## config.mk

```make
export PLATFORM = sky130hd
export DESIGN_NAME = icache
export DESIGN_NICKNAME = d
export VERILOG_FILES = /design/src/cache_pkg.sv /design/src/icache.sv
export SDC_FILE = /design/constraint.sdc
export NUM_CORES = 2
export LEC_CHECK = 0
export BUFFER_PORTS_ARGS = -buffer_cell sky130_fd_sc_hd__buf_4
export CORE_ASPECT_RATIO = 1.75
export CORE_MARGIN = 4
export CORE_UTILIZATION = 44
export DETAILED_ROUTE_END_ITERATION = 10
export GPL_TIMING_DRIVEN = 0
export PLACE_DENSITY_LB_ADDON = 0.08
export SYNTH_ARGS = -nofsm -noshare
export SYNTH_HDL_FRONTEND = slang
export SYNTH_SLANG_ARGS = --single-unit
export TNS_END_PERCENT = 20
```

## constraint.sdc

```tcl
create_clock -name clk -period 11.3 [get_ports clk]
set_input_delay 0.565 -clock clk [delete_from_list [all_inputs] [get_ports clk]]
set_output_delay 0.565 -clock clk [all_outputs]
set_load 0.05 [all_outputs]
```

## src/cache_pkg.sv

```systemverilog
`default_nettype none

package cache_pkg;

    // address geometry shared by both caches.
    localparam int addr_w  = 32;
    localparam int off_w   = 2;
    localparam int index_w = 6;
    localparam int tag_w   = addr_w - index_w - off_w;

    // one byte address, taken whole or split for lookup.
    typedef union packed {
        logic [addr_w-1:0] raw;
        struct packed {
            logic [tag_w-1:0]   tag;
            logic [index_w-1:0] index;
            logic [off_w-1:0]   offset;
        } fields;
    } cache_addr_u;

endpackage

`default_nettype wire

```

## src/icache.sv

```systemverilog
`timescale 1ns/10ps
`default_nettype none

module icache (
    input  wire                          clk,
    input  wire                          rst,
    input  wire                          req_valid,
    input  wire  [cache_pkg::addr_w-1:0] req_addr,
    output logic                         resp_valid,
    output logic [cache_pkg::addr_w-1:0] resp_data,
    output logic                         mem_valid,
    output logic [cache_pkg::addr_w-1:0] mem_addr,
    input  wire                          mem_ready,
    input  wire  [cache_pkg::addr_w-1:0] mem_rdata
);
    import cache_pkg::*;

    localparam int lines = 1 << index_w;

    localparam logic [1:0] idle    = 2'd0;
    localparam logic [1:0] lookup  = 2'd1;
    localparam logic [1:0] fill    = 2'd2;
    localparam logic [1:0] respond = 2'd3;

    logic [1:0]        state;
    cache_addr_u       addr_q;
    cache_addr_u       fill_a;
    logic [lines-1:0]  valid_q;
    logic [tag_w-1:0]  tag_mem [lines];
    logic [addr_w-1:0] data_mem [lines];
    logic              hit;
    logic              fill_done;

    assign hit = valid_q[addr_q.fields.index]
                 && (tag_mem[addr_q.fields.index] == addr_q.fields.tag);

    assign fill_done = (state == fill) && mem_valid && mem_ready;

    // word-aligned read address for the missing line.
    always_comb
    begin
        fill_a.fields.tag    = addr_q.fields.tag;
        fill_a.fields.index  = addr_q.fields.index;
        fill_a.fields.offset = '0;
    end

    always_ff @(posedge clk)
    begin
        if (rst)
        begin
            state      <= idle;
            resp_valid <= 1'b0;
            mem_valid  <= 1'b0;
            valid_q    <= '0;
        end
        else
        begin
            resp_valid <= 1'b0;
            case (state)
                idle:
                begin
                    // old request still up during the response pulse.
                    if (req_valid && !resp_valid)
                        state <= lookup;
                end
                lookup:
                begin
                    if (hit)
                        state <= respond;
                    else
                        state <= fill;
                end
                fill:
                begin
                    if (!mem_valid)
                        mem_valid <= 1'b1;
                    else if (mem_ready)
                    begin
                        mem_valid                      <= 1'b0;
                        valid_q[addr_q.fields.index]   <= 1'b1;
                        state                          <= respond;
                    end
                end
                respond:
                begin
                    resp_valid <= 1'b1;
                    state      <= idle;
                end
                default: state <= idle;
            endcase
        end
    end

    always_ff @(posedge clk)
    begin
        if (state == idle)
            addr_q.raw <= req_addr;
        if (state == lookup && hit)
            resp_data <= data_mem[addr_q.fields.index];
        if (state == fill && !mem_valid)
            mem_addr <= fill_a.raw;
        if (fill_done)
        begin
            tag_mem[addr_q.fields.index]  <= addr_q.fields.tag;
            data_mem[addr_q.fields.index] <= mem_rdata;
            resp_data                     <= mem_rdata; // forward the fill.
        end
    end

endmodule

`default_nettype wire

```

# Word-level counts from Yosys, hierarchy flattened
# Memory sizes are Yosys's and may differ from the RTL's. A register that Yosys moved wholly into a read port is not among the register bits.
# Index checks and enable logic that the tools add are counted.
# totals
reg_bits	130
latch_bits	0
ramBits	3584
rom_bits	0
in_bits	68
output_inout_bits	66
wordCells	46
mem_count	2
# classes
addsub	0
mul	0
n_div	0
n_lt_le_gt_ge	2
n_eq_ne	7
shift	0
muxes	15
n_bitwise	1
reduce_logical	13
# mem_list
memory	words	word_bits	read_ports	rd_clocked_by_memory_dff	wr	line_no	text
data_mem	64	32	1	1	1	icache.sv:30	logic [addr_w-1:0] data_mem [lines];
tag_mem	64	24	1	1	1	icache.sv:29	logic [tag_w-1:0] tag_mem [lines];
# ops
cell	n
64-bit OR	1
24-bit == test	1
1-bit 2-to-1 mux	8
2-bit case mux with 4 select lines	1
1-bit logical AND	7
6-bit by 7-bit less-than comparator with 1-bit output (second input constant)	1
1-bit binary-select mux with 6-bit select	1
1-bit demux with 6-bit select	1
6-bit by 1-bit greater-or-equal comparator with 1-bit output (second input constant)	1
2-bit 2-to-1 mux	3
6-bit 2-to-1 mux	1
2-bit inequality test (second input constant)	3
3-bit AND reduction	2
2-bit == test (second input constant)	2
2-bit by 1-bit == test with 1-bit output (second input constant)	1
1-bit logical NOT	2
2-bit logical NOT	1
2-bit nonzero test	1

# Logic depth before layout (Yosys ltp)
# logic_depth
word_depth	5
ltp_mapped	15
depth_no_buf	9

# Worst setup path after synthesis
# Ideal clock, no wire load.
# synth_timing
path_kind	reg2reg
start	register addr_q[2] (netlist bit)
end	memory data_mem[11][0] (enable)
arrival_ps	4609
slack_ps	6219
stages_incl_launch_ff	10
path_buffers	5
cell_sequence	edfxtp_1 clkbuf_1 clkbuf_1 nand2_1 nor2_1 clkbuf_1 clkbuf_1 buf_1 nand2_1 nor2_1
# synth_rtl
item	line_no	text
start: declaration	icache.sv:26	cache_addr_u addr_q;
end: declaration	icache.sv:30	
# No word-level cell before the write port.

==> impl_results.md <==
- Failing checks: capacitance limit, slew limit
- Ys async rst share: 0%
- Startpoint class of the critical path: register
- First-pass GRT wire length: 798000 um
- Share of layout cells above drive strength 1: 19.4%
- Avg WL per Cell: 50.2 um
- Fin crit share: 80.2%
- Post-CTS setup buffers: 0
- Static leakage: 50.7 nW
- Hold Violations, Final: 0
- DPL Wire Length: 428000 um
- Simple-Gate Fraction of Synth Area: 2.64%
- FF-to-FF End: resp_data[10]
- Yosys reg bits: 3750
- Switching Share: 36.4%
- Cts bufs inserted: 347
- CTS root buffer: clkbuf_16
- Most used flip-flop cell after synthesis: edfxtp_1
- Number of nets in the layout: 7986
- Placed inst area: 153000 um^2
- Remaining DRCs: 0
- XOR/XNOR Fraction of Synth Area: 0.126%
- Hold Path Origin: mem_ready
- Maximum VDD drop: 0.000145 V
- Hold WC Path Type: in2reg
- NetSw: 15.0 mW
- Crit path time final: 9.06 ns
- Buffer depth of the longest clock path: 4
- Status: finished with violations
- Pwr Total: 41.2 mW
- Finished Cell Area: 164000 um^2
- Mapped Area: 139000 um^2
- Fmax: 0.110 GHz
- Final setup fails: 0
- Initial Util: 44.1%
- DRT Wirelength: 619000 um
- Measured slew at the worst slew-check pin: 1.78 ns
- Clk_lat worst skew: 0.99 ns
- Synth Instances: 7080
- DRT iter0 DRCs: 13400
- Worst Setup End Kind: register
- Total GRT Usage: 37.5%
- Vias post-DR: 85300
- Vias per inst: 6.91
- Ports: 134
- Slew HR: -18.8%
- Combinational power share: 31.6%
- Clock share of power: 29.0%
- Commonest non-fill, non-tap cell in the layout: edfxtp_1
- P_int: 26.2 mW
- Number of global-route vias before repair: 81800
- Worst hold path depth: 4
- Die footprint: 326000 um^2
- Core area: 316000 um^2
- Unique cell type count in the Yosys netlist: 78
- FF-to-FF setup slack: 2.24 ns
- Cells after DPL: 11700
- CTS H-tree lvls: 5
- Synth Area per Inst: 19.7 um^2
- Die Y: 752 um
- Antenna-violating nets left: 0
- Maxcap violations: 18
- Flop pwr share: 39.4%
- EDFF count, synth: 3676
- Skew final: 0.0747 ns
- Main combinational cell family by area after synthesis: compound AO/OA/AOI/OAI gates
- CTS Sinks: 3750
- Worst reg2reg path depth: 11
- Antenna violations before repair: 37
- CTS tree: built
- Largest net degree at the start of global routing: 66
- Gr ovfl total: 0
- RSZ-0062 raised after global routing: no
- Port-buffer cells: 128
- Area share of fa/ha/maj cells after synthesis: 0.0359%
- Pwr dens: 250 nW/um^2
- Placer Congestion: 0.958
- Die Width: 433 um
- Mux contribution to synthesized area: 6.89%
- Crit Path Category: reg2reg
- YS warnings: 0
- Area grow syn2layout: 18.1%
- Row cnt: 273
- Critical Path Sink: resp_data[10]
- Commonest cells after routing, fill and taps aside: 3676 x edfxtp_1, 889 x a22oi_1, 354 x clkbuf_16
- Clk slew on worst S/H paths: 0.07 ns
- CP max FO: 22
- CP arrival: 9.67 ns
- Final std cells w/o fill: 12300
- Critical Path RT: 11.92 ns
- Compound-Gate Fraction of Synth Area: 8.52%
- Pins Over Slew Limit: 145
- Register area share after synthesis: 80.3%
- Router iterations before antenna repair: 8
==> cell usage after synthesis (10+ instances only) <==
| library cell | instances | area share (%) |
|---|---|---|
| edfxtp_1 | 3676 | 79 |
| a22oi_1 | 889 | 4.8 |
| mux4_2 | 347 | 5.6 |
| nor2_1 | 280 | 0.75 |
| clkbuf_1 | 262 | 0.71 |
| mux2i_1 | 141 | 1.0 |
| nand4_1 | 119 | 0.53 |
| nand2_1 | 111 | 0.30 |
| o21ai_0 | 108 | 0.39 |
| a221oi_1 | 105 | 0.66 |
| a22o_1 | 97 | 0.61 |
| a31oi_1 | 84 | 0.38 |
| buf_1 | 77 | 0.21 |
| a41oi_1 | 74 | 0.47 |
| dfxtp_1 | 74 | 1.1 |
| buf_2 | 56 | 0.20 |
| a21oi_1 | 54 | 0.19 |
| o22ai_1 | 50 | 0.22 |
| nand3_1 | 42 | 0.15 |
| nor2b_1 | 35 | 0.16 |
| mux2_2 | 33 | 0.27 |
| and4_1 | 29 | 0.18 |
| nor4_1 | 25 | 0.11 |
| buf_4 | 24 | 0.13 |
| nand2b_1 | 24 | 0.11 |
| a211oi_1 | 20 | 0.11 |
| buf_6 | 19 | 0.15 |
| o221ai_1 | 18 | 0.11 |
| nor3_1 | 14 | 0.050 |
| o211ai_1 | 12 | 0.065 |
| xnor2_1 | 11 | 0.069 |
| and2_1 | 10 | 0.045 |
| inv_1 | 10 | 0.027 |
==> routing by layer <==
layer  vias up  wire, um  track usage [%]
met2      6663    299000             61.3
met4        10     72800             34.8
met5         -        76                0
li1      31600         -                -
met3      2207     55400             7.30
met1     44800    192000             40.9
==> cell type report <==
cell class	instances	area [um^2]
diodes	42	105
plain buffers	442	2110
clock buffers	413	9100
clock inverters	201	1980
fillers	25200	151000
inverters	13	48.8
multi-input cells	2876	25900
flip-flops and latches	3750	112000
well taps	4125	5160
repair buffers	484	8210
==> through the flow <==
step | hold WS [ns] | setup slack (ns) | setup TNS (ns) | util, %
after floorplan | 0.424 | 6.22 | 0 | -
after global routing | 0.189 | 2.88 | 0 | 52.1
after global placement | 0.438 | -3.05 | -5369.81 | 46.1
after detailed placement | 0.436 | 2.79 | 0 | 48.4
final | 0.148 | 2.24 | 0 | 52.1
after CTS | 0.111 | 2.77 | 0 | 52.0
==> registers in the layout, summed over array words and instances, names as in the netlist, named ones only <==
register / cells
mem_addr: 30
mem_valid: 1
addr_q: 30
valid_q: 64
resp_data: 32
data_mem: 2048
tag_mem: 1536
resp_valid: 1
state: 2
==> repair_timing <==
item                                    in CTS  in global routing
hold buffers                                30                  0
endpoints found under the setup margin       0                  0
hold endpoints to repair                    36                  0
resized for setup                            0                  0
==> kinds of logic (layout without fill, tap and decap cells) <==
group                      Yosys count  count (layout)
muxes                              521             521
adders and majority gates            4               4
AOI/OAI and AO/OA                 1594            1594
xor gates and xnor gates            20              20
DFF                               3750            3750
and+or+nand+nor                    735             735
buffers and inverters              455            1553
other                                1              44
==> critical path: stages, from the launching register on <==
cell and delay, ns:
dfxtp_1 0.76, clkbuf_1 0.96, clkbuf_1 0.65, nand2_1 0.87
nor4_1 0.57, nor4_2 0.12, xor2_1 0.36, o21ai_0 0.56
a2111oi_0 1.49, nand4_1 1.19, nand2_4 0.80, buf_12 0.26
==> worst min-delay path by stage <==
stage / endpoint / slack, ns
6_report: state[0] / 0.15
5_1_grt: data_mem[63][30] / 0.19
4_1_cts: state[0] / 0.11
3_5_place_dp: mem_addr[2] / 0.44
3_3_place_gp: mem_addr[2] / 0.44
2_1_floorplan: mem_addr[2] / 0.42
==> power groups by stage <==
stage	Sequential, mW	Clock, mW	Combinational (mW)
2_1_floorplan	16.8	0	5.28
3_3_place_gp	17.1	0	11.4
3_5_place_dp	16.5	0	12.5
4_1_cts	16.2	12.0	12.6
5_1_grt	16.2	12.5	12.9
6_report	16.2	11.9	13.0
No activity file was read; power rests on OpenSTA's default activity.
