`src/cache_pkg.sv`:
```
`default_nettype none

package cache_pkg;

    // address geometry shared by both caches.
    localparam int addr_w  = 32;
    localparam int off_w   = 2;
    localparam int index_w = 6;
    localparam int tag_w   = addr_w - index_w - off_w;

    // one byte address, taken whole or split for lookup.
    typedef union packed {
        logic [addr_w-1:0] raw;
        struct packed {
            logic [tag_w-1:0]   tag;
            logic [index_w-1:0] index;
            logic [off_w-1:0]   offset;
        } fields;
    } cache_addr_u;

endpackage

`default_nettype wire

```
`src/dcache.sv`:
```
`timescale 1ns/10ps
`default_nettype none

module dcache (
    input  wire                          clk,
    input  wire                          rst,
    input  wire                          req_valid,
    input  wire                          req_wr,
    input  wire  [cache_pkg::addr_w-1:0] req_addr,
    input  wire  [cache_pkg::addr_w-1:0] wr_data,
    output logic                         resp_valid,
    output logic [cache_pkg::addr_w-1:0] resp_data,
    output logic                         mem_valid,
    output logic                         mem_wr,
    output logic [cache_pkg::addr_w-1:0] mem_addr,
    output logic [cache_pkg::addr_w-1:0] mem_wdata,
    input  wire                          mem_ready,
    input  wire  [cache_pkg::addr_w-1:0] mem_rdata
);
    import cache_pkg::*;

    localparam int lines = 1 << index_w;

    localparam logic [2:0] idle       = 3'd0;
    localparam logic [2:0] lookup     = 3'd1;
    localparam logic [2:0] write_back = 3'd2;
    localparam logic [2:0] fill       = 3'd3;
    localparam logic [2:0] respond    = 3'd4;

    logic [2:0]         state;
    cache_addr_u        addr_q;
    cache_addr_u        fill_a;
    cache_addr_u        victim_a;
    logic               wr_q;
    logic [addr_w-1:0]  wdata_q;
    logic [lines-1:0]   valid_q;
    logic [lines-1:0]   dirty_q;
    logic [tag_w-1:0]   tag_mem [lines];
    logic [addr_w-1:0]  data_mem [lines];
    logic [index_w-1:0] idx;
    logic               hit;
    logic               victim_dirty;
    logic               mem_done;
    logic               install_wr;
    logic               fill_done;

    assign idx          = addr_q.fields.index;
    assign hit          = valid_q[idx] && (tag_mem[idx] == addr_q.fields.tag);
    assign victim_dirty = valid_q[idx] && dirty_q[idx];
    assign mem_done     = mem_valid && mem_ready;
    assign fill_done    = (state == fill) && mem_done;

    // write hit, clean write miss, or write miss once the victim is out.
    assign install_wr = wr_q && (((state == lookup) && (hit || !victim_dirty))
                                 || ((state == write_back) && mem_done));

    always_comb
    begin
        fill_a.fields.tag      = addr_q.fields.tag;
        fill_a.fields.index    = idx;
        fill_a.fields.offset   = '0;
        victim_a.fields.tag    = tag_mem[idx]; // rebuilt from the stored line.
        victim_a.fields.index  = idx;
        victim_a.fields.offset = '0;
    end

    always_ff @(posedge clk)
    begin
        if (rst)
        begin
            state      <= idle;
            resp_valid <= 1'b0;
            mem_valid  <= 1'b0;
            mem_wr     <= 1'b0;
            valid_q    <= '0;
            dirty_q    <= '0;
        end
        else
        begin
            resp_valid <= 1'b0;
            if (install_wr)
            begin
                valid_q[idx] <= 1'b1;
                dirty_q[idx] <= 1'b1;
            end
            case (state)
                idle:
                begin
                    if (req_valid && !resp_valid)
                        state <= lookup;
                end
                lookup:
                begin
                    if (hit || (wr_q && !victim_dirty))
                        state <= respond;
                    else if (victim_dirty)
                        state <= write_back;
                    else
                        state <= fill;
                end
                write_back:
                begin
                    if (!mem_valid)
                    begin
                        mem_valid <= 1'b1;
                        mem_wr    <= 1'b1;
                    end
                    else if (mem_ready)
                    begin
                        mem_valid <= 1'b0;
                        mem_wr    <= 1'b0;
                        if (wr_q)
                            state <= respond;
                        else
                        begin
                            dirty_q[idx] <= 1'b0; // memory now holds it.
                            state        <= fill;
                        end
                    end
                end
                fill:
                begin
                    if (!mem_valid)
                        mem_valid <= 1'b1;
                    else if (mem_ready)
                    begin
                        mem_valid    <= 1'b0;
                        valid_q[idx] <= 1'b1;
                        dirty_q[idx] <= 1'b0;
                        state        <= respond;
                    end
                end
                respond:
                begin
                    resp_valid <= 1'b1;
                    state      <= idle;
                end
                default: state <= idle;
            endcase
        end
    end

    always_ff @(posedge clk)
    begin
        if (state == idle)
        begin
            addr_q.raw <= req_addr;
            wr_q       <= req_wr;
            wdata_q    <= wr_data;
        end
        if (state == lookup && hit)
            resp_data <= data_mem[idx];
        if (state == write_back && !mem_valid)
        begin
            mem_addr  <= victim_a.raw;
            mem_wdata <= data_mem[idx];
        end
        if (state == fill && !mem_valid)
            mem_addr <= fill_a.raw;
        if (install_wr)
        begin
            tag_mem[idx]  <= addr_q.fields.tag;
            data_mem[idx] <= wdata_q;
        end
        if (fill_done)
        begin
            tag_mem[idx]  <= addr_q.fields.tag;
            data_mem[idx] <= mem_rdata;
            resp_data     <= mem_rdata;
        end
    end

endmodule

`default_nettype wire

```
`config.mk`:
```
export PLATFORM = sky130hd
export DESIGN_NAME = dcache
export DESIGN_NICKNAME = d
export VERILOG_FILES = /design/src/cache_pkg.sv /design/src/dcache.sv
export SDC_FILE = /design/constraint.sdc
export NUM_CORES = 2
export LEC_CHECK = 0
export ABC_AREA = 1
export ABC_CLOCK_PERIOD_IN_PS = 7900
export BUFFER_PORTS_ARGS = -buffer_cell sky130_fd_sc_hd__buf_4
export CAP_MARGIN = 20
export CORE_MARGIN = 5
export CORE_UTILIZATION = 28
export DETAILED_ROUTE_END_ITERATION = 10
export SETUP_SLACK_MARGIN = 0.4
export SLEW_MARGIN = 5
export SYNTH_ARGS = -nofsm -noshare
export SYNTH_HDL_FRONTEND = slang
export SYNTH_SLANG_ARGS = --single-unit
```
`constraint.sdc`:
```
create_clock -name clk -period 7.9 [get_ports clk]
set_clock_uncertainty 0.15 [all_clocks]
set_input_delay 0.395 -clock clk [delete_from_list [all_inputs] [get_ports clk]]
set_output_delay 0.395 -clock clk [all_outputs]
set_load 0.01 [all_outputs]
```
# Word-level counts from Yosys, hierarchy flattened
# Memories as Yosys holds them, arrays and structs flattened. A register that Yosys moved wholly into a read port is not among the register bits.
# Index checks and enable logic that the tools add are counted.
[totals] mem_bits_rw=3584 output_inout_bits=99 inputBits=101 regBits=293 word_cells=104 mem_count=2
[op_classes] eq_ne=11 magnitude_cmp=2 bitwise=7 n_reduce_logical=25 muxes=45
[mem_list] name="data_mem" depth=64 word_bits=32 rd=1 rd_ports_with_merged_regs=1 wr=1 line="dcache.sv:39" source="logic [addr_w-1:0] data_mem [lines];"
[mem_list] name="tag_mem" depth=64 word_bits=24 rd=1 rd_ports_with_merged_regs=1 wr=1 line="dcache.sv:38" source="logic [tag_w-1:0] tag_mem [lines];"
[op_table] operator="$mux 64" n=12
[op_table] operator="$or 64x64->64" n=3
[op_table] operator="$mux 32" n=5
[op_table] operator="$pmux 64 s2" n=1
[op_table] operator="$and 64x64->64" n=1
[op_table] operator="$not 64->64" n=1
[op_table] operator="$eq 24x24->1" n=1
[op_table] operator="$mux 24" n=1
[op_table] operator="$mux 3" n=7
[op_table] operator="$logic_and 1x1->1" n=13
[op_table] operator="$mux 1" n=13
[op_table] operator="$bmux 1 s6" n=2
[op_table] operator="$mux 6" n=2
[op_table] operator="$pmux 3 s4" n=1
[op_table] operator="$ne 2x2->1 const B" n=5
[op_table] operator="$lt 6x7->1 const B" n=1
[op_table] operator="$demux 1 s6" n=1
[op_table] operator="$eq 3x2->1 const B" n=2
[op_table] operator="$ge 6x1->1 const B" n=1
[op_table] operator="$reduce_and 5->1" n=1
[op_table] operator="$reduce_bool 2->1" n=2
[op_table] operator="$eq 3x1->1 const B" n=1
[op_table] operator="$eq 3x3->1 const B" n=1
[op_table] operator="$logic_not 1->1" n=3
[op_table] operator="other kinds (6)" n=9

# Logic depth before layout (Yosys ltp)
[logic_depth] word_depth=15 mapped_depth=25 depth_no_buf=21

# Worst setup path after synthesis
# Ideal clock, no wire load.
[synth_path] path_type="reg-to-reg" startpoint="register state[1]" endpoint="memory data_mem[0][0] (enable)" period_less_slack_ps=6222 setup_slack_ps=1678 stages_incl_launch_ff=10 setup_time_ps=547 t_arrival_ps=5525 n_path_buf=1 cell_sequence="dfxtp_1 > inv_1 > nor2_1 > inv_1 > nor2_1 > inv_1 > nor2_1 > clkinv_1 > clkbuf_1 > o21ai_0"
[synth_between] elab_chain_cells=7
[synth_rtl] item="start: declaration" line="dcache.sv:30" source="logic [2:0] state;"
[synth_rtl] item="start signal: assignment" line="dcache.sv:71" source="state <= idle;"
[synth_rtl] item="start signal: assignment" line="dcache.sv:90" source="state <= lookup;"
[synth_rtl] item="start signal: assignment" line="dcache.sv:95" source="state <= respond;"
[synth_rtl] item="$eq 3x1->1 or $eq 3x2->1 (tied branches)" line="dcache.sv:54, dcache.sv:55"
[synth_rtl] item="$logic_and 1x1->1 (on tied branches)" line="dcache.sv:54, dcache.sv:55"
[synth_rtl] item="$logic_or 1x1->1" line="dcache.sv:55" source="|| ((state == write_back) && mem_done));"
[synth_rtl] item="$logic_and 1x1->1" line="dcache.sv:54" source="assign install_wr = wr_q && (((state == lookup) && (hit || !victim_dirty))"
[synth_rtl] item="$mux 1" line="dcache.sv:160" source="if (install_wr)"
[synth_rtl] item="$mux 1 (implied by the code)" line="dcache.sv:163" source="data_mem[idx] <= wdata_q;"
[synth_rtl] item="$or 1x1->1 (no source line) (*)"
[synth_rtl] item="end: declaration" line="dcache.sv:39"
# Every way passes the cells marked *; elsewhere a longest branch is shown, timed or not.

# Worst setup path after layout
[layout_path] startpoint="register addr_q[2] (netlist bit)" endpoint="memory tag_mem[1][18] (netlist bit) (enable)"
[layout_between] elab_chain_cells=11
[layout_rtl] item="start: declaration" line="dcache.sv:31" source="cache_addr_u addr_q;"
[layout_rtl] item="$bmux 1 s6 (on tied branches)" line="dcache.sv:48, dcache.sv:49"
[layout_rtl] item="$mux 1 (on tied branches)" line="dcache.sv:48, dcache.sv:49"
[layout_rtl] item="$logic_and 1x1->1" line="dcache.sv:49" source="assign victim_dirty = valid_q[idx] && dirty_q[idx];"
[layout_rtl] item="$logic_not 1->1" line="dcache.sv:54"
[layout_rtl] item="$logic_or 1x1->1" line="dcache.sv:54"
[layout_rtl] item="$logic_and 1x1->1" line="dcache.sv:54"
[layout_rtl] item="$logic_or 1x1->1" line="dcache.sv:55"
[layout_rtl] item="$logic_and 1x1->1" line="dcache.sv:54"
[layout_rtl] item="$mux 1" line="dcache.sv:160"
[layout_rtl] item="$mux 1 (implied by the code)" line="dcache.sv:162" source="tag_mem[idx] <= addr_q.fields.tag;"
[layout_rtl] item="$or 1x1->1 (no source line)"
[layout_rtl] item="end: declaration" line="dcache.sv:38"
# Several ways; a longest one is shown, not always the timed one. The select of a mux whose other input is x is not followed.

==> run metrics <==
outcome=finished, final reports clean; Fin. Hold Viols=0; Synth Cell Area=154000 sq um; final estimated routing congestion in global placement=0.815; cells taking the most area after synthesis=edfxtp_1 (73%), nand3_1 (5.0%), nand2_1 (4.9%); synthesis-to-finish area growth=16.3%; crit-path max FO=47; Critical Path Sink Type=flop; area enclosed by the die boundary=565000 sq um; depth of the most critical reg-to-reg path=24; largest net degree at the start of global routing=178; maximum VDD drop=0.304 mV; number of global-route vias before repair=95700; total leakage power=58.1 nW; global-route wire length before repair=671000 microns; leading cell type in the layout, fill and taps excluded=edfxtp_1; flop and latch count out of synthesis=3881; number of DRC violations after detailed-routing iteration 0=12700; sequential fraction of the synthesis area=74.7%; Post-synth EDFFs=3741; startpoint of the lowest-slack hold path=req_addr[27]; number of top-level design ports=200; mean post-synth cell area=12.4 sq um; initial standard-cell utilization of the core=28.1%; final clock period utilization by the worst path=90.5%; total vias in the final route=102000; power density cells=368 nW/um^2; synthesized instance count=12400; Post-DP HPWL=245000 microns; count of port buffers added during placement=195; number of antenna violations at the first check in global routing=21; Filler Cell Count=53900; layout cell share with drive strength beyond 1=9.05%; buffers from clock root to sink, at most=4; worst hold endpoint=addr_q[27]; WHS Path Cells=2; area of the core=549000 sq um; final routed wirelength across all metal layers=467000 microns; CTS tree=done; async set or reset register ratio after synthesis=0%; Max-cap violations=0; Final Slew Violations=0; vertical extent of the die=752 microns; Core Rows=272; tightest hold margin=0.0552 ns; Arrival @ worst endpoint=7.53 ns; FMAX=140 MHz; category of the most critical setup path=reg2reg; relative slew slack=17.9%; crit path time final=7.15 ns; mean routed wirelength per cell=23.2 microns; overflow left after global routing=0; setup slack on the worst flop-to-flop path=0.75 ns; synthesis warning total=0; Global Route Usage Sum=15.8%; count of different cell masters after synthesis=34; Hold Path Class=in2reg; area share of the largest cell type after synthesis=72.9%; remaining number of nets flagged by the antenna check after routing=0; Setup-failing EPs final=0; clock latency on the worst-skew pair=0.93 ns; DRT Pass-1 Iters=6; via/cell ratio=5.06; cell at the root of the clock tree=clkbuf_16; most frequent cells in the layout=edfxtp_1 (3741), nand2_1 (1970), nand3_1 (1537); TritonCTS buffer count=376; count of unresolved DRC violations after routing=0; RSZ-0062 raised after global routing=no; worst reg2reg path endpoint=tag_mem[1][18]; cell taking the most area after synthesis=edfxtp_1; Post-synth top flop=edfxtp_1; width of the die=752 microns; CTS H-tree lvls=5; Req. time, crit path=8.28 ns; number of sinks driven by the clock tree=3881; number of buffers added for setup after CTS=0; net count reported at finish=12700; clock-pin slew reported for the worst setup and hold paths after clock tree synthesis=0.07 ns; slew of the pin with the lowest slew margin=1.23 ns; total negative slack for setup checks=0 ns; startpoint of the worst-slack reg-to-reg timing path=addr_q[2]; launching element type of the critical path=flop
==> synth_stat cells (all sizes together), types with 7 or more instances <==
cell type / number
edfxtp: 3741
nand2: 1995
nand3: 1567
nor2: 1492
o21ai: 1450
o22ai: 653
clkbuf: 467
buf: 397
a21oi: 250
inv: 187
dfxtp: 140
o32ai: 32
nand3b: 16
nor3: 16
o211ai: 8
o221ai: 7
==> layer usage <==
metal | track usage, % | up-vias | routed length (microns) | share of wire [%]
li1 | - | 45700 | - | -
met1 | 22.0 | 51000 | 196000 | 42
met2 | 25.1 | 4595 | 214000 | 46
met3 | 2.82 | 810 | 40900 | 8.8
met4 | 4.74 | 12 | 15300 | 3.3
met5 | 0 | - | 83 | 0.018
==> per-stage QoR <==
| stage | setup WS [ns] | instances | area (sq um) | utilization, % | total power (W) |
|---|---|---|---|---|---|
| after floorplan | 1.68 | 12400 | 154000 | - | 0.0397 |
| after global placement | 0.876 | 19300 | 166000 | 30.2 | 0.0480 |
| after detailed placement | 0.977 | 19400 | 166000 | 30.2 | 0.0482 |
| after CTS | 0.914 | 20200 | 179000 | 32.6 | 0.0659 |
| after global routing | 0.434 | 20200 | 179000 | 32.7 | 0.0689 |
| final | 0.747 | 20200 | 179000 | 32.7 | 0.0658 |
==> registers in the layout, summed over array words and instances, names as in the netlist, named ones only <==
register	count
data_mem	2048
tag_mem	1536
dirty_q	64
valid_q	64
mem_wdata	32
resp_data	32
wdata_q	32
addr_q	30
mem_addr	30
state	3
mem_valid	1
mem_wr	1
resp_valid	1
wr_q	1
==> critical path, cell delays in order (launching register included) <==
cell and delay, ns:
edfxtp_1 0.75, inv_1 0.71, nand3_1 0.70, inv_1 0.32, nand2_1 0.09, nand2_1 0.08
nor2_1 0.06, nand3_1 0.09, nand2_1 0.06, nand2_1 0.08, nor2_1 0.04, nand2_1 0.50
nand2_1 0.11, nor2_1 0.13, nand2_1 0.07, inv_1 0.05, nand3_1 0.06, nor2_1 0.85
buf_4 0.26, nand2_1 0.08, nand2_2 0.14, buf_12 0.31, nand3_1 0.24, o21ai_4 0.22
buf_4 0.48
==> what timing repair did <==
| action | in CTS | in global routing |
|---|---|---|
| hold buffers | 128 | 0 |
| gates resized for setup | 0 | 0 |
| endpoints found under the hold margin | 106 | 0 |
==> layout make-up <==
type	count	area [sq um]	area share, %
diodes	6	15.0	0.00838
clock buffers	459	9920	5.54
clock inverters	218	1970	1.10
inverters	189	757	0.423
multi-input cells	7507	35200	19.7
flip-flops and latches	3881	115000	64.3
well taps	7261	9080	5.07
repair buffers	645	7020	3.92
==> cells by family (layout without fill, tap and decap cells) <==
kind of cell / after synthesis / count (layout) / share of synthesized area [%]
AND/OR/NAND/NOR: 5094 / 5094 / 13.8
flip-flops: 3881 / 3881 / 74.7
other: 1 / 8 / 0.00243
multiplexers: 1 / 1 / 0.00731
buffers and inverters: 1053 / 1511 / 2.91
AO/OA/AOI/OAI: 2410 / 2410 / 8.49
==> worst max-delay path by stage <==
stage,depth (start not counted),startpoint,endpoint,slack [ns]
floorplan,9,state[1],data_mem[0][0],1.68
global placement,24,addr_q[2],tag_mem[1][8],0.88
detailed placement,24,addr_q[2],tag_mem[1][8],0.98
CTS,24,addr_q[2],tag_mem[1][4],0.91
global route,24,addr_q[2],tag_mem[1][4],0.43
finish,24,addr_q[2],tag_mem[1][18],0.75
==> where the power goes <==
group | internal, W | switching (W) | total, W | leakage (nW)
combinational | 0.00558 | 0.0167 | 0.0223 | 17.4
clock | 0.0100 | 0.00779 | 0.0178 | 5.82
sequential | 0.0253 | 0.000532 | 0.0258 | 34.8
(Power assumes the default switching activity.)
