`src/cache_pkg.sv`:
```
`default_nettype none

package cache_pkg;

    // address geometry shared by both caches.
    localparam int addr_w  = 32;
    localparam int off_w   = 2;
    localparam int index_w = 6;
    localparam int tag_w   = addr_w - index_w - off_w;

    // one byte address, taken whole or split for lookup.
    typedef union packed {
        logic [addr_w-1:0] raw;
        struct packed {
            logic [tag_w-1:0]   tag;
            logic [index_w-1:0] index;
            logic [off_w-1:0]   offset;
        } fields;
    } cache_addr_u;

endpackage

`default_nettype wire

```
`src/mem_arbiter.sv`:
```
`timescale 1ns/10ps
`default_nettype none

module mem_arbiter (
    input  wire                          clk,
    input  wire                          rst,
    input  wire                          i_mem_valid,
    input  wire  [cache_pkg::addr_w-1:0] i_mem_addr,
    output logic                         i_mem_ready,
    output logic [cache_pkg::addr_w-1:0] i_mem_rdata,
    input  wire                          d_mem_valid,
    input  wire                          d_mem_wr,
    input  wire  [cache_pkg::addr_w-1:0] d_mem_addr,
    input  wire  [cache_pkg::addr_w-1:0] d_mem_wdata,
    output logic                         d_mem_ready,
    output logic [cache_pkg::addr_w-1:0] d_mem_rdata,
    output logic                         mem_valid,
    output logic                         mem_wr,
    output logic [cache_pkg::addr_w-1:0] mem_addr,
    output logic [cache_pkg::addr_w-1:0] mem_wdata,
    input  wire                          mem_ready,
    input  wire  [cache_pkg::addr_w-1:0] mem_rdata
);
    logic busy;
    logic owner_d;   // grant holder, 1 is the data side.
    logic last_d;
    logic pick_d;

    // on a tie the side not granted last wins.
    assign pick_d = d_mem_valid && (!i_mem_valid || !last_d);

    always_ff @(posedge clk)
    begin
        if (rst)
        begin
            busy    <= 1'b0;
            owner_d <= 1'b0;
            last_d  <= 1'b0;
        end
        else if (!busy)
        begin
            if (i_mem_valid || d_mem_valid)
            begin
                busy    <= 1'b1;
                owner_d <= pick_d;
                last_d  <= pick_d;
            end
        end
        else if (mem_ready)
            busy <= 1'b0; // released on the ready edge.
    end

    assign mem_valid = busy && (owner_d ? d_mem_valid : i_mem_valid);
    assign mem_wr    = busy && owner_d && d_mem_wr; // icache only reads.
    assign mem_addr  = owner_d ? d_mem_addr : i_mem_addr;
    assign mem_wdata = owner_d ? d_mem_wdata : '0;

    assign i_mem_ready = busy && !owner_d && mem_ready;
    assign d_mem_ready = busy && owner_d && mem_ready;
    assign i_mem_rdata = owner_d ? '0 : mem_rdata;
    assign d_mem_rdata = owner_d ? mem_rdata : '0;

endmodule

`default_nettype wire

```
`config.mk`:
```
export PLATFORM = sky130hd
export DESIGN_NAME = mem_arbiter
export DESIGN_NICKNAME = d
export VERILOG_FILES = /design/src/cache_pkg.sv /design/src/mem_arbiter.sv
export SDC_FILE = /design/constraint.sdc
export NUM_CORES = 1
export LEC_CHECK = 0
export ABC_AREA = 1
export BUFFER_PORTS_ARGS = -buffer_cell sky130_fd_sc_hd__buf_2
export CORE_AREA = 2 2 103 105
export CTS_CLUSTER_DIAMETER = 200
export DETAILED_ROUTE_END_ITERATION = 12
export DIE_AREA = 0 0 105 107
export RECOVER_POWER = 25
export REMOVE_ABC_BUFFERS = 1
export SYNTH_ARGS = -nofsm -noshare
export SYNTH_HDL_FRONTEND = slang
export SYNTH_SLANG_ARGS = --single-unit
```
`constraint.sdc`:
```
create_clock -name clk -period 1.3 [get_ports clk]
set_input_delay 0.195 -clock clk [delete_from_list [all_inputs] [get_ports clk]]
set_output_delay 0.195 -clock clk [all_outputs]
set_load 0.05 [all_outputs]
```
**Word-level counts from Yosys, hierarchy flattened**

Index checks and enable logic that the tools add are counted.

- Mux-type cells: 8
- Bitwise gates (word level): 1
- Reduce and logical (&&, ||, !) cells: 12

Operators by type and width:

| cell | count |
|---|---|
| $mux W32 | 4 |
| $logic_and A1 B1 Y1 | 7 |
| $mux W1 | 4 |
| $logic_not A1 Y1 | 2 |
| $logic_or A1 B1 Y1 | 2 |
| $reduce_and A2 Y1 | 1 |
| $not A1 Y1 | 1 |

- Bits in registers: 2
- Input bits: 134
- Output and inout port bits: 132
- Logic and storage cells: 23

**Longest topological paths before layout**

Gate-level depths: netlist of the first run.

- Depth after elaboration: 3
- Depth in mapped cells: 5
- Gate-level depth less buffers: 5

**Worst setup path after synthesis of the first run**

No wires, ideal clock.

- Kind: register -> output
- From: register, netlist name last_d
- To: output port i_mem_ready
- Arrival time: 1.684 ns
- Setup slack: -0.579 ns
- Cell stages (with the launch flop): 4
- Buffers on the path: 2
- Cell sequence: dfxtp_1 > buf_4 > buf_2 > nor3_1

RTL lines:

| item | line | RTL |
|---|---|---|
| to (decl) | mem_arbiter.sv:9 | `output logic i_mem_ready,` |

==> flow_results.xml, run 1 <==
<?xml version="1.0" encoding="UTF-8"?>
<metrics>
  <group name="status">
    <metric name="outcome" unit="">complete, but fails checks</metric>
    <metric name="failed_checks" unit="">negative setup slack</metric>
  </group>
  <group name="timing">
    <metric name="worstMarginPinSlew" unit="ps">161</metric>
    <metric name="hold_viol_final" unit="">0</metric>
    <metric name="slew_viol_final" unit="">0</metric>
    <metric name="setup_ws" unit="ps">-119</metric>
    <metric name="timing.clock.skew" unit="ps">1.44</metric>
    <metric name="timing.slew.headroom" unit="">0.893</metric>
    <metric name="setup_viol" unit="">128</metric>
    <metric name="post_route_minimum_period" unit="ps">1420</metric>
    <metric name="sum_neg_setup_slack" unit="ps">-9360</metric>
    <metric name="setup_repair_after_global_routing_missed_its_margin" unit="">true</metric>
    <metric name="fmax" unit="GHz">0.705</metric>
    <metric name="post-route-period-util" unit="">1.09</metric>
  </group>
  <group name="pwr">
    <metric name="worst_ir_drop_vdd" unit="V">0.000283</metric>
    <metric name="leakagePower" unit="nW">2.73</metric>
    <metric name="power_density" unit="nW/um2">769</metric>
    <metric name="intPower" unit="mW">1.29</metric>
    <metric name="clock_power_share" unit="">0.085</metric>
    <metric name="pwr-share-comb" unit="">0.890</metric>
    <metric name="power_frac_seq" unit="">0.025</metric>
    <metric name="power.net_switching" unit="mW">1.82</metric>
    <metric name="switching_share" unit="">0.585</metric>
  </group>
  <group name="routing">
    <metric name="detailedRoute.firstIterationViolations" unit="">143</metric>
    <metric name="drt_drc_violations_left" unit="">0</metric>
    <metric name="drt_pass_1_iters" unit="">4</metric>
    <metric name="post_drt_wl_per_cell" unit="um">12.3</metric>
    <metric name="via_per_inst" unit="">3.85</metric>
    <metric name="postRouteWirelength" unit="mm">9.07</metric>
    <metric name="ant_nets" unit="">0</metric>
    <metric name="dr_total_vias" unit="">2830</metric>
  </group>
  <group name="floorplanning">
    <metric name="rows" unit="">37</metric>
    <metric name="floorplan.die.height" unit="um">107</metric>
    <metric name="area_of_the_die" unit="um2">11200</metric>
    <metric name="top_level_ports" unit="">266</metric>
    <metric name="starting_density" unit="">0.135</metric>
    <metric name="core-area" unit="um2">10100</metric>
    <metric name="die-width" unit="um">105</metric>
  </group>
  <group name="logic_synthesis">
    <metric name="synthAdderAreaFrac" unit="">0</metric>
    <metric name="netlist_instances" unit="">330</metric>
    <metric name="number_of_distinct_standard_cells_referenced_by_the_synthesized_netlist" unit="">10</metric>
    <metric name="synth_compound_area_frac" unit="">0.00734</metric>
    <metric name="synth_mux_area_frac" unit="">0</metric>
    <metric name="seq_area_frac_synth" unit="">0.0294</metric>
    <metric name="synth-xor-area-share" unit="">0</metric>
    <metric name="yosys_register_bits" unit="">2</metric>
    <metric name="ys.warnings.count" unit="">0</metric>
    <metric name="synth_simple_gate_area_frac" unit="">0.571</metric>
    <metric name="synth_area_per_cell" unit="um2">4.13</metric>
    <metric name="main_combinational_cell_family_by_area_after_synthesis" unit="">simple AND/OR/NAND/NOR gates</metric>
    <metric name="syn_area" unit="um2">1360</metric>
  </group>
  <group name="critical_path">
    <metric name="crit_arrival" unit="ps">1220</metric>
    <metric name="critPathLaunchType" unit="">register</metric>
    <metric name="crit_fanout" unit="">14</metric>
    <metric name="crit_path_category" unit="">register to output port</metric>
    <metric name="required" unit="ps">1110</metric>
    <metric name="r2r_setup_slack" unit="ps">370</metric>
    <metric name="critical_path.endpoint_type" unit="">output port</metric>
  </group>
  <group name="clock_tree">
    <metric name="tritoncts.num_buffers" unit="">3</metric>
    <metric name="cts_root_buffer" unit="">sky130_fd_sc_hd__clkbuf_8</metric>
    <metric name="cts-hold-fix-buffers" unit="">0</metric>
    <metric name="worstSkewPairLatency" unit="ps">210</metric>
    <metric name="tritoncts_clock_tree" unit="">done</metric>
    <metric name="cts.sink_count" unit="">2</metric>
    <metric name="cts_buffer_depth" unit="">2</metric>
    <metric name="worst_setup_hold_path_clk_slew" unit="ps">30</metric>
    <metric name="h-tree-depth" unit="">1</metric>
  </group>
  <group name="global_route">
    <metric name="grt_max_degree" unit="">58</metric>
    <metric name="antenna_found_initial" unit="">0</metric>
    <metric name="grt_first_pass_wirelength" unit="mm">11.5</metric>
    <metric name="grt_pass1_vias" unit="">2501</metric>
    <metric name="overflow" unit="">0</metric>
    <metric name="global_route.usage.total" unit="">0.123</metric>
  </group>
  <group name="finish">
    <metric name="filler_cell_count" unit="">1021</metric>
    <metric name="finalInstanceArea" unit="um2">4050</metric>
    <metric name="area.growth.synth_to_final" unit="%">197</metric>
    <metric name="nNetsFinal" unit="">735</metric>
    <metric name="number_of_diodes_added_for_antenna_fixing" unit="">0</metric>
    <metric name="post_route_cells_drive_above_1_share" unit="">0.578</metric>
  </group>
  <group name="placed_design">
    <metric name="gp_routability_congestion" unit="">0.744</metric>
    <metric name="postPlaceCellArea" unit="um2">2810</metric>
    <metric name="sum_of_net_half_perimeters_after_detailed_placement" unit="mm">5.92</metric>
    <metric name="port_buffers" unit="">265</metric>
  </group>
  <group name="job">
    <metric name="max_cap_violations" unit="">0</metric>
  </group>
  <group name="worst_hold_path">
    <metric name="hold_class" unit="">primary input to register</metric>
  </group>
</metrics>
-- power groups by stage --
stage          logic, mW  registers [mW]  clock network, mW
5_1_grt             2.89          0.0786              0.279
3_5_place_dp        2.07          0.0790                  0
6_report            2.77          0.0768              0.265
3_3_place_gp        2.07          0.0785                  0
2_1_floorplan       1.41           0.137                  0
4_1_cts             2.47          0.0783              0.269
-- layout by cell type, fill, tap and decap left out, types with 2 or more instances in the layout --
cell,Yosys,final
sky130_fd_sc_hd__nand2_1,169,161
sky130_fd_sc_hd__buf_2,5,133
sky130_fd_sc_hd__buf_6,9,114
sky130_fd_sc_hd__inv_1,100,79
sky130_fd_sc_hd__nor2_2,0,24
sky130_fd_sc_hd__inv_2,1,22
sky130_fd_sc_hd__buf_8,0,22
sky130_fd_sc_hd__nor2_1,37,10
sky130_fd_sc_hd__nand2_2,0,8
sky130_fd_sc_hd__buf_4,4,8
sky130_fd_sc_hd__nor2_4,0,3
sky130_fd_sc_hd__clkbuf_8,0,3
sky130_fd_sc_hd__clkbuf_16,0,3
sky130_fd_sc_hd__buf_12,0,2
sky130_fd_sc_hd__buf_16,0,2
-- repair_timing --
action | in CTS | in global routing
gates cloned | 0 | 5
setup buffers | 0 | 6
endpoints found under the setup margin | 132 | 131
pin swaps | 1 | 4
resized for setup | 240 | 116
-- state kept, by name (all words and copies together), names as in the netlist --
register,flops
busy,1
last_d,1
-- cell usage after synthesis --
master,number,area (um2)
sky130_fd_sc_hd__nand2_1,169,634
sky130_fd_sc_hd__inv_1,100,375
sky130_fd_sc_hd__nor2_1,37,139
sky130_fd_sc_hd__buf_6,9,101
sky130_fd_sc_hd__buf_2,5,25.0
sky130_fd_sc_hd__buf_4,4,30.0
sky130_fd_sc_hd__a21oi_1,2,10.0
sky130_fd_sc_hd__dfxtp_1,2,40.0
sky130_fd_sc_hd__inv_2,1,3.75
sky130_fd_sc_hd__nor3_1,1,5.00
-- path summary, 6_finish.rpt --
kind,from,end,depth (start not counted)
hold reg to reg,busy$_SDFF_PP0_,last_d$_SDFFE_PP0P_,2
setup / recovery,last_d$_SDFFE_PP0P_,i_mem_rdata[19],4
hold / removal,rst,last_d$_SDFFE_PP0P_,4
setup reg to reg,last_d$_SDFFE_PP0P_,last_d$_SDFFE_PP0P_,5
-- metrics by stage --
stage | hold WS, ps | instances | utilization | setup WS (ps) | total power, mW
after global routing | 254 | 736 | 0.401 | -164 | 3.25
after global placement | 441 | 721 | 0.278 | 66.7 | 2.15
after floorplan | 345 | 312 | - | -2460 | 1.55
final | 237 | 736 | 0.401 | -119 | 3.11
after CTS | 224 | 725 | 0.355 | -105 | 2.82
after detailed placement | 447 | 721 | 0.278 | 48.1 | 2.15
-- layer usage --
metal  up-vias  GRT usage  routed length [um]
li1       1416          -                   -
met1      1234      0.133                3420
met2       174      0.245                4720
met3         6     0.0298                 869
met4         0     0.0200                  63
met5         -          0                   0
-- layout make-up --
type / count / area, um2 / share of cell area
clock buffer: 4 / 45.0 / 0.0111
inverter: 101 / 379 / 0.0937
timing repair buffer: 284 / 2510 / 0.620
sequential: 2 / 43.8 / 0.0108
tap: 136 / 170 / 0.0420
multi-input combinational: 209 / 900 / 0.222
-- logic make-up after synthesis --
kind of cell           after synthesis
flip-flops                           2
AND/OR/NAND/NOR                    207
buffers and inverters              119
AO/OA/AOI/OAI                        2
-- worst max-delay path: stages, from the launching register on --
cell	delay, ps
sky130_fd_sc_hd__dfxtp_4	360
sky130_fd_sc_hd__buf_4	160
sky130_fd_sc_hd__clkbuf_16	170
sky130_fd_sc_hd__nor2_1	110
sky130_fd_sc_hd__buf_4	200
No activity file was read; power rests on OpenSTA's default activity.
==> run 2, diff against run 1 <==
SETUP_SLACK_MARGIN = 0.02   (was default)
==> flow_results.xml, run 2 (synthesis gave the netlist of run 1 again) <==
<?xml version="1.0" encoding="UTF-8"?>
<metrics>
  <group name="status">
    <metric name="outcome" unit="">complete, but fails checks</metric>
    <metric name="failed_checks" unit="">negative setup slack</metric>
  </group>
  <group name="pwr">
    <metric name="power_density" unit="nW/um2">760</metric>
    <metric name="leakagePower" unit="nW">2.84</metric>
    <metric name="finalPower" unit="mW">3.33</metric>
    <metric name="worst_ir_drop_vdd" unit="V">0.000291</metric>
  </group>
  <group name="routing">
    <metric name="drt_drc_violations_left" unit="">0</metric>
    <metric name="wl_met2" unit="mm">5.37</metric>
    <metric name="drt_pass_1_iters" unit="">6</metric>
    <metric name="postRouteWirelength" unit="mm">10.2</metric>
    <metric name="dr.max_layer_used" unit="">met4</metric>
    <metric name="met3_length" unit="um">843</metric>
    <metric name="post_drt_wl_per_cell" unit="um">13.8</metric>
    <metric name="dr_total_vias" unit="">2915</metric>
    <metric name="detailedRoute.firstIterationViolations" unit="">177</metric>
    <metric name="ant_nets" unit="">0</metric>
    <metric name="routedLengthMet1" unit="mm">3.89</metric>
    <metric name="via_per_inst" unit="">3.94</metric>
  </group>
  <group name="finish">
    <metric name="reg_top3" unit="">busy: 1 flops, last_d: 1 flops</metric>
    <metric name="filler_cell_count" unit="">1013</metric>
    <metric name="multi_input_area" unit="um2">1030</metric>
    <metric name="number_of_diodes_added_for_antenna_fixing" unit="">0</metric>
    <metric name="post_route_cells_drive_above_1_share" unit="">0.618</metric>
    <metric name="nNetsFinal" unit="">739</metric>
    <metric name="seqCellArea" unit="um2">43.8</metric>
    <metric name="most-common-layout-cells" unit="">sky130_fd_sc_hd__nand2_1, sky130_fd_sc_hd__buf_2, sky130_fd_sc_hd__buf_6, sky130_fd_sc_hd__inv_1, sky130_fd_sc_hd__buf_8</metric>
    <metric name="instances_no_fill" unit="">740</metric>
    <metric name="area.growth.synth_to_final" unit="%">221</metric>
    <metric name="mostFrequentLayoutCell" unit="">sky130_fd_sc_hd__nand2_1</metric>
  </group>
  <group name="critical_path">
    <metric name="crit_buf_inv" unit="">5</metric>
    <metric name="crit_fanout" unit="">7</metric>
    <metric name="crit_path_frequent_cell" unit="">sky130_fd_sc_hd__buf_12</metric>
    <metric name="crit_path_max_incr_delay" unit="ps">360</metric>
    <metric name="r2r_setup_slack" unit="ps">350</metric>
    <metric name="cp_slowest_cell" unit="">sky130_fd_sc_hd__dfxtp_4</metric>
    <metric name="required" unit="ps">1110</metric>
    <metric name="path_delay_family" unit="">buffers and inverters</metric>
    <metric name="crit_path_cell_trace" unit="">buf_12 &gt; buf_6 &gt; buf_12 &gt; nand2_2 &gt; inv_2 &gt; buf_8</metric>
    <metric name="critical_path.endpoint_type" unit="">output port</metric>
    <metric name="critPathLaunchType" unit="">register</metric>
    <metric name="crit_arrival" unit="ps">1250</metric>
    <metric name="crit_path_category" unit="">register to output port</metric>
  </group>
  <group name="floorplanning">
    <metric name="top_level_ports" unit="">266</metric>
    <metric name="core-area" unit="um2">10100</metric>
    <metric name="die-width" unit="um">105</metric>
    <metric name="rows" unit="">37</metric>
    <metric name="floorplan.die.height" unit="um">107</metric>
    <metric name="area_of_the_die" unit="um2">11200</metric>
    <metric name="starting_density" unit="">0.135</metric>
  </group>
  <group name="global_route">
    <metric name="overflow" unit="">0</metric>
    <metric name="grt_first_pass_wirelength" unit="mm">11.4</metric>
    <metric name="global_route.usage.total" unit="">0.122</metric>
    <metric name="grt_max_degree" unit="">58</metric>
    <metric name="antenna_found_initial" unit="">0</metric>
    <metric name="grt_pass1_vias" unit="">2490</metric>
  </group>
  <group name="clock_tree">
    <metric name="cts.sink_count" unit="">2</metric>
    <metric name="h-tree-depth" unit="">1</metric>
    <metric name="cts_buffer_depth" unit="">2</metric>
    <metric name="tritoncts.num_buffers" unit="">3</metric>
    <metric name="cts-hold-fix-buffers" unit="">0</metric>
    <metric name="cts_root_buffer" unit="">sky130_fd_sc_hd__clkbuf_8</metric>
    <metric name="tritoncts_clock_tree" unit="">done</metric>
    <metric name="worst_setup_hold_path_clk_slew" unit="ps">30</metric>
    <metric name="worstSkewPairLatency" unit="ps">210</metric>
  </group>
  <group name="timing">
    <metric name="timing.clock.skew" unit="ps">2.92</metric>
    <metric name="slew_viol_final" unit="">0</metric>
    <metric name="fmax" unit="GHz">0.694</metric>
    <metric name="setup_ws" unit="ps">-141</metric>
    <metric name="hold_viol_final" unit="">0</metric>
    <metric name="setup_viol" unit="">130</metric>
    <metric name="setup_repair_after_global_routing_missed_its_margin" unit="">true</metric>
    <metric name="worstMarginPinSlew" unit="ps">203</metric>
    <metric name="sum_neg_setup_slack" unit="ps">-10770</metric>
    <metric name="timing.slew.headroom" unit="">0.864</metric>
    <metric name="post_route_minimum_period" unit="ps">1440</metric>
    <metric name="post-route-period-util" unit="">1.11</metric>
  </group>
  <group name="job">
    <metric name="max_cap_violations" unit="">0</metric>
  </group>
  <group name="placed_design">
    <metric name="place_inst" unit="">721</metric>
    <metric name="port_buffers" unit="">265</metric>
    <metric name="gp_routability_congestion" unit="">0.744</metric>
    <metric name="sum_of_net_half_perimeters_after_detailed_placement" unit="mm">5.92</metric>
  </group>
  <group name="worst_hold_path">
    <metric name="hold_class" unit="">primary input to register</metric>
  </group>
</metrics>
run 2: final timing paths:
kind,startpoint,endpoint,cells after the start
hold reg to reg,busy$_SDFF_PP0_,last_d$_SDFFE_PP0P_,2
setup reg to reg,last_d$_SDFFE_PP0P_,last_d$_SDFFE_PP0P_,6
setup / recovery,last_d$_SDFFE_PP0P_,d_mem_rdata[27],6
hold / removal,rst,last_d$_SDFFE_PP0P_,4
run 2: metrics by stage:
step	util	cell area, um2	hold slack, ps	setup WS [ps]
final	0.434	4380	226	-141
after global routing	0.434	4380	258	-181
after CTS	0.356	3600	224	-105
after detailed placement	0.278	2810	447	48.1
after global placement	0.278	2810	441	66.7
after floorplan	-	1210	345	-2460
run 2: power by group:
part | internal [mW] | switching (mW) | leakage, nW
clock network | 0.208 | 0.0545 | 0.0228
logic | 1.14 | 1.85 | 2.80
registers | 0.0675 | 0.00792 | 0.0173
total | 1.41 | 1.92 | 2.84
run 2: per-layer routing:
metal / up-vias / GRT usage
li1: 1427 / -
met1: 1290 / 0.130
met2: 190 / 0.245
met3: 8 / 0.0292
met4: 0 / 0.0200
met5: - / 0
run 2: layout make-up:
| class | instances | area share |
|---|---|---|
| timing repair buffer | 288 | 0.617 |
| multi-input combinational | 209 | 0.236 |
| inverter | 101 | 0.0882 |
| tap | 136 | 0.0388 |
| clock buffer | 4 | 0.0103 |
| sequential | 2 | 0.00999 |
run 2: worst register-to-register path, stage by stage, from the launching register on:
cell,delay [ps]
sky130_fd_sc_hd__dfxtp_4,350
sky130_fd_sc_hd__buf_6,140
sky130_fd_sc_hd__inv_8,90
sky130_fd_sc_hd__buf_4,130
sky130_fd_sc_hd__nand2_1,60
sky130_fd_sc_hd__nand2_1,50
sky130_fd_sc_hd__nor2_1,30
run 2: repair_timing:
| item | CTS | global route |
|---|---|---|
| gates resized for setup | 244 | 171 |
| setup endpoints to repair | 132 | 132 |
| pin swaps | 1 | 5 |
| gates cloned | 0 | 11 |
| setup buffers | 0 | 4 |
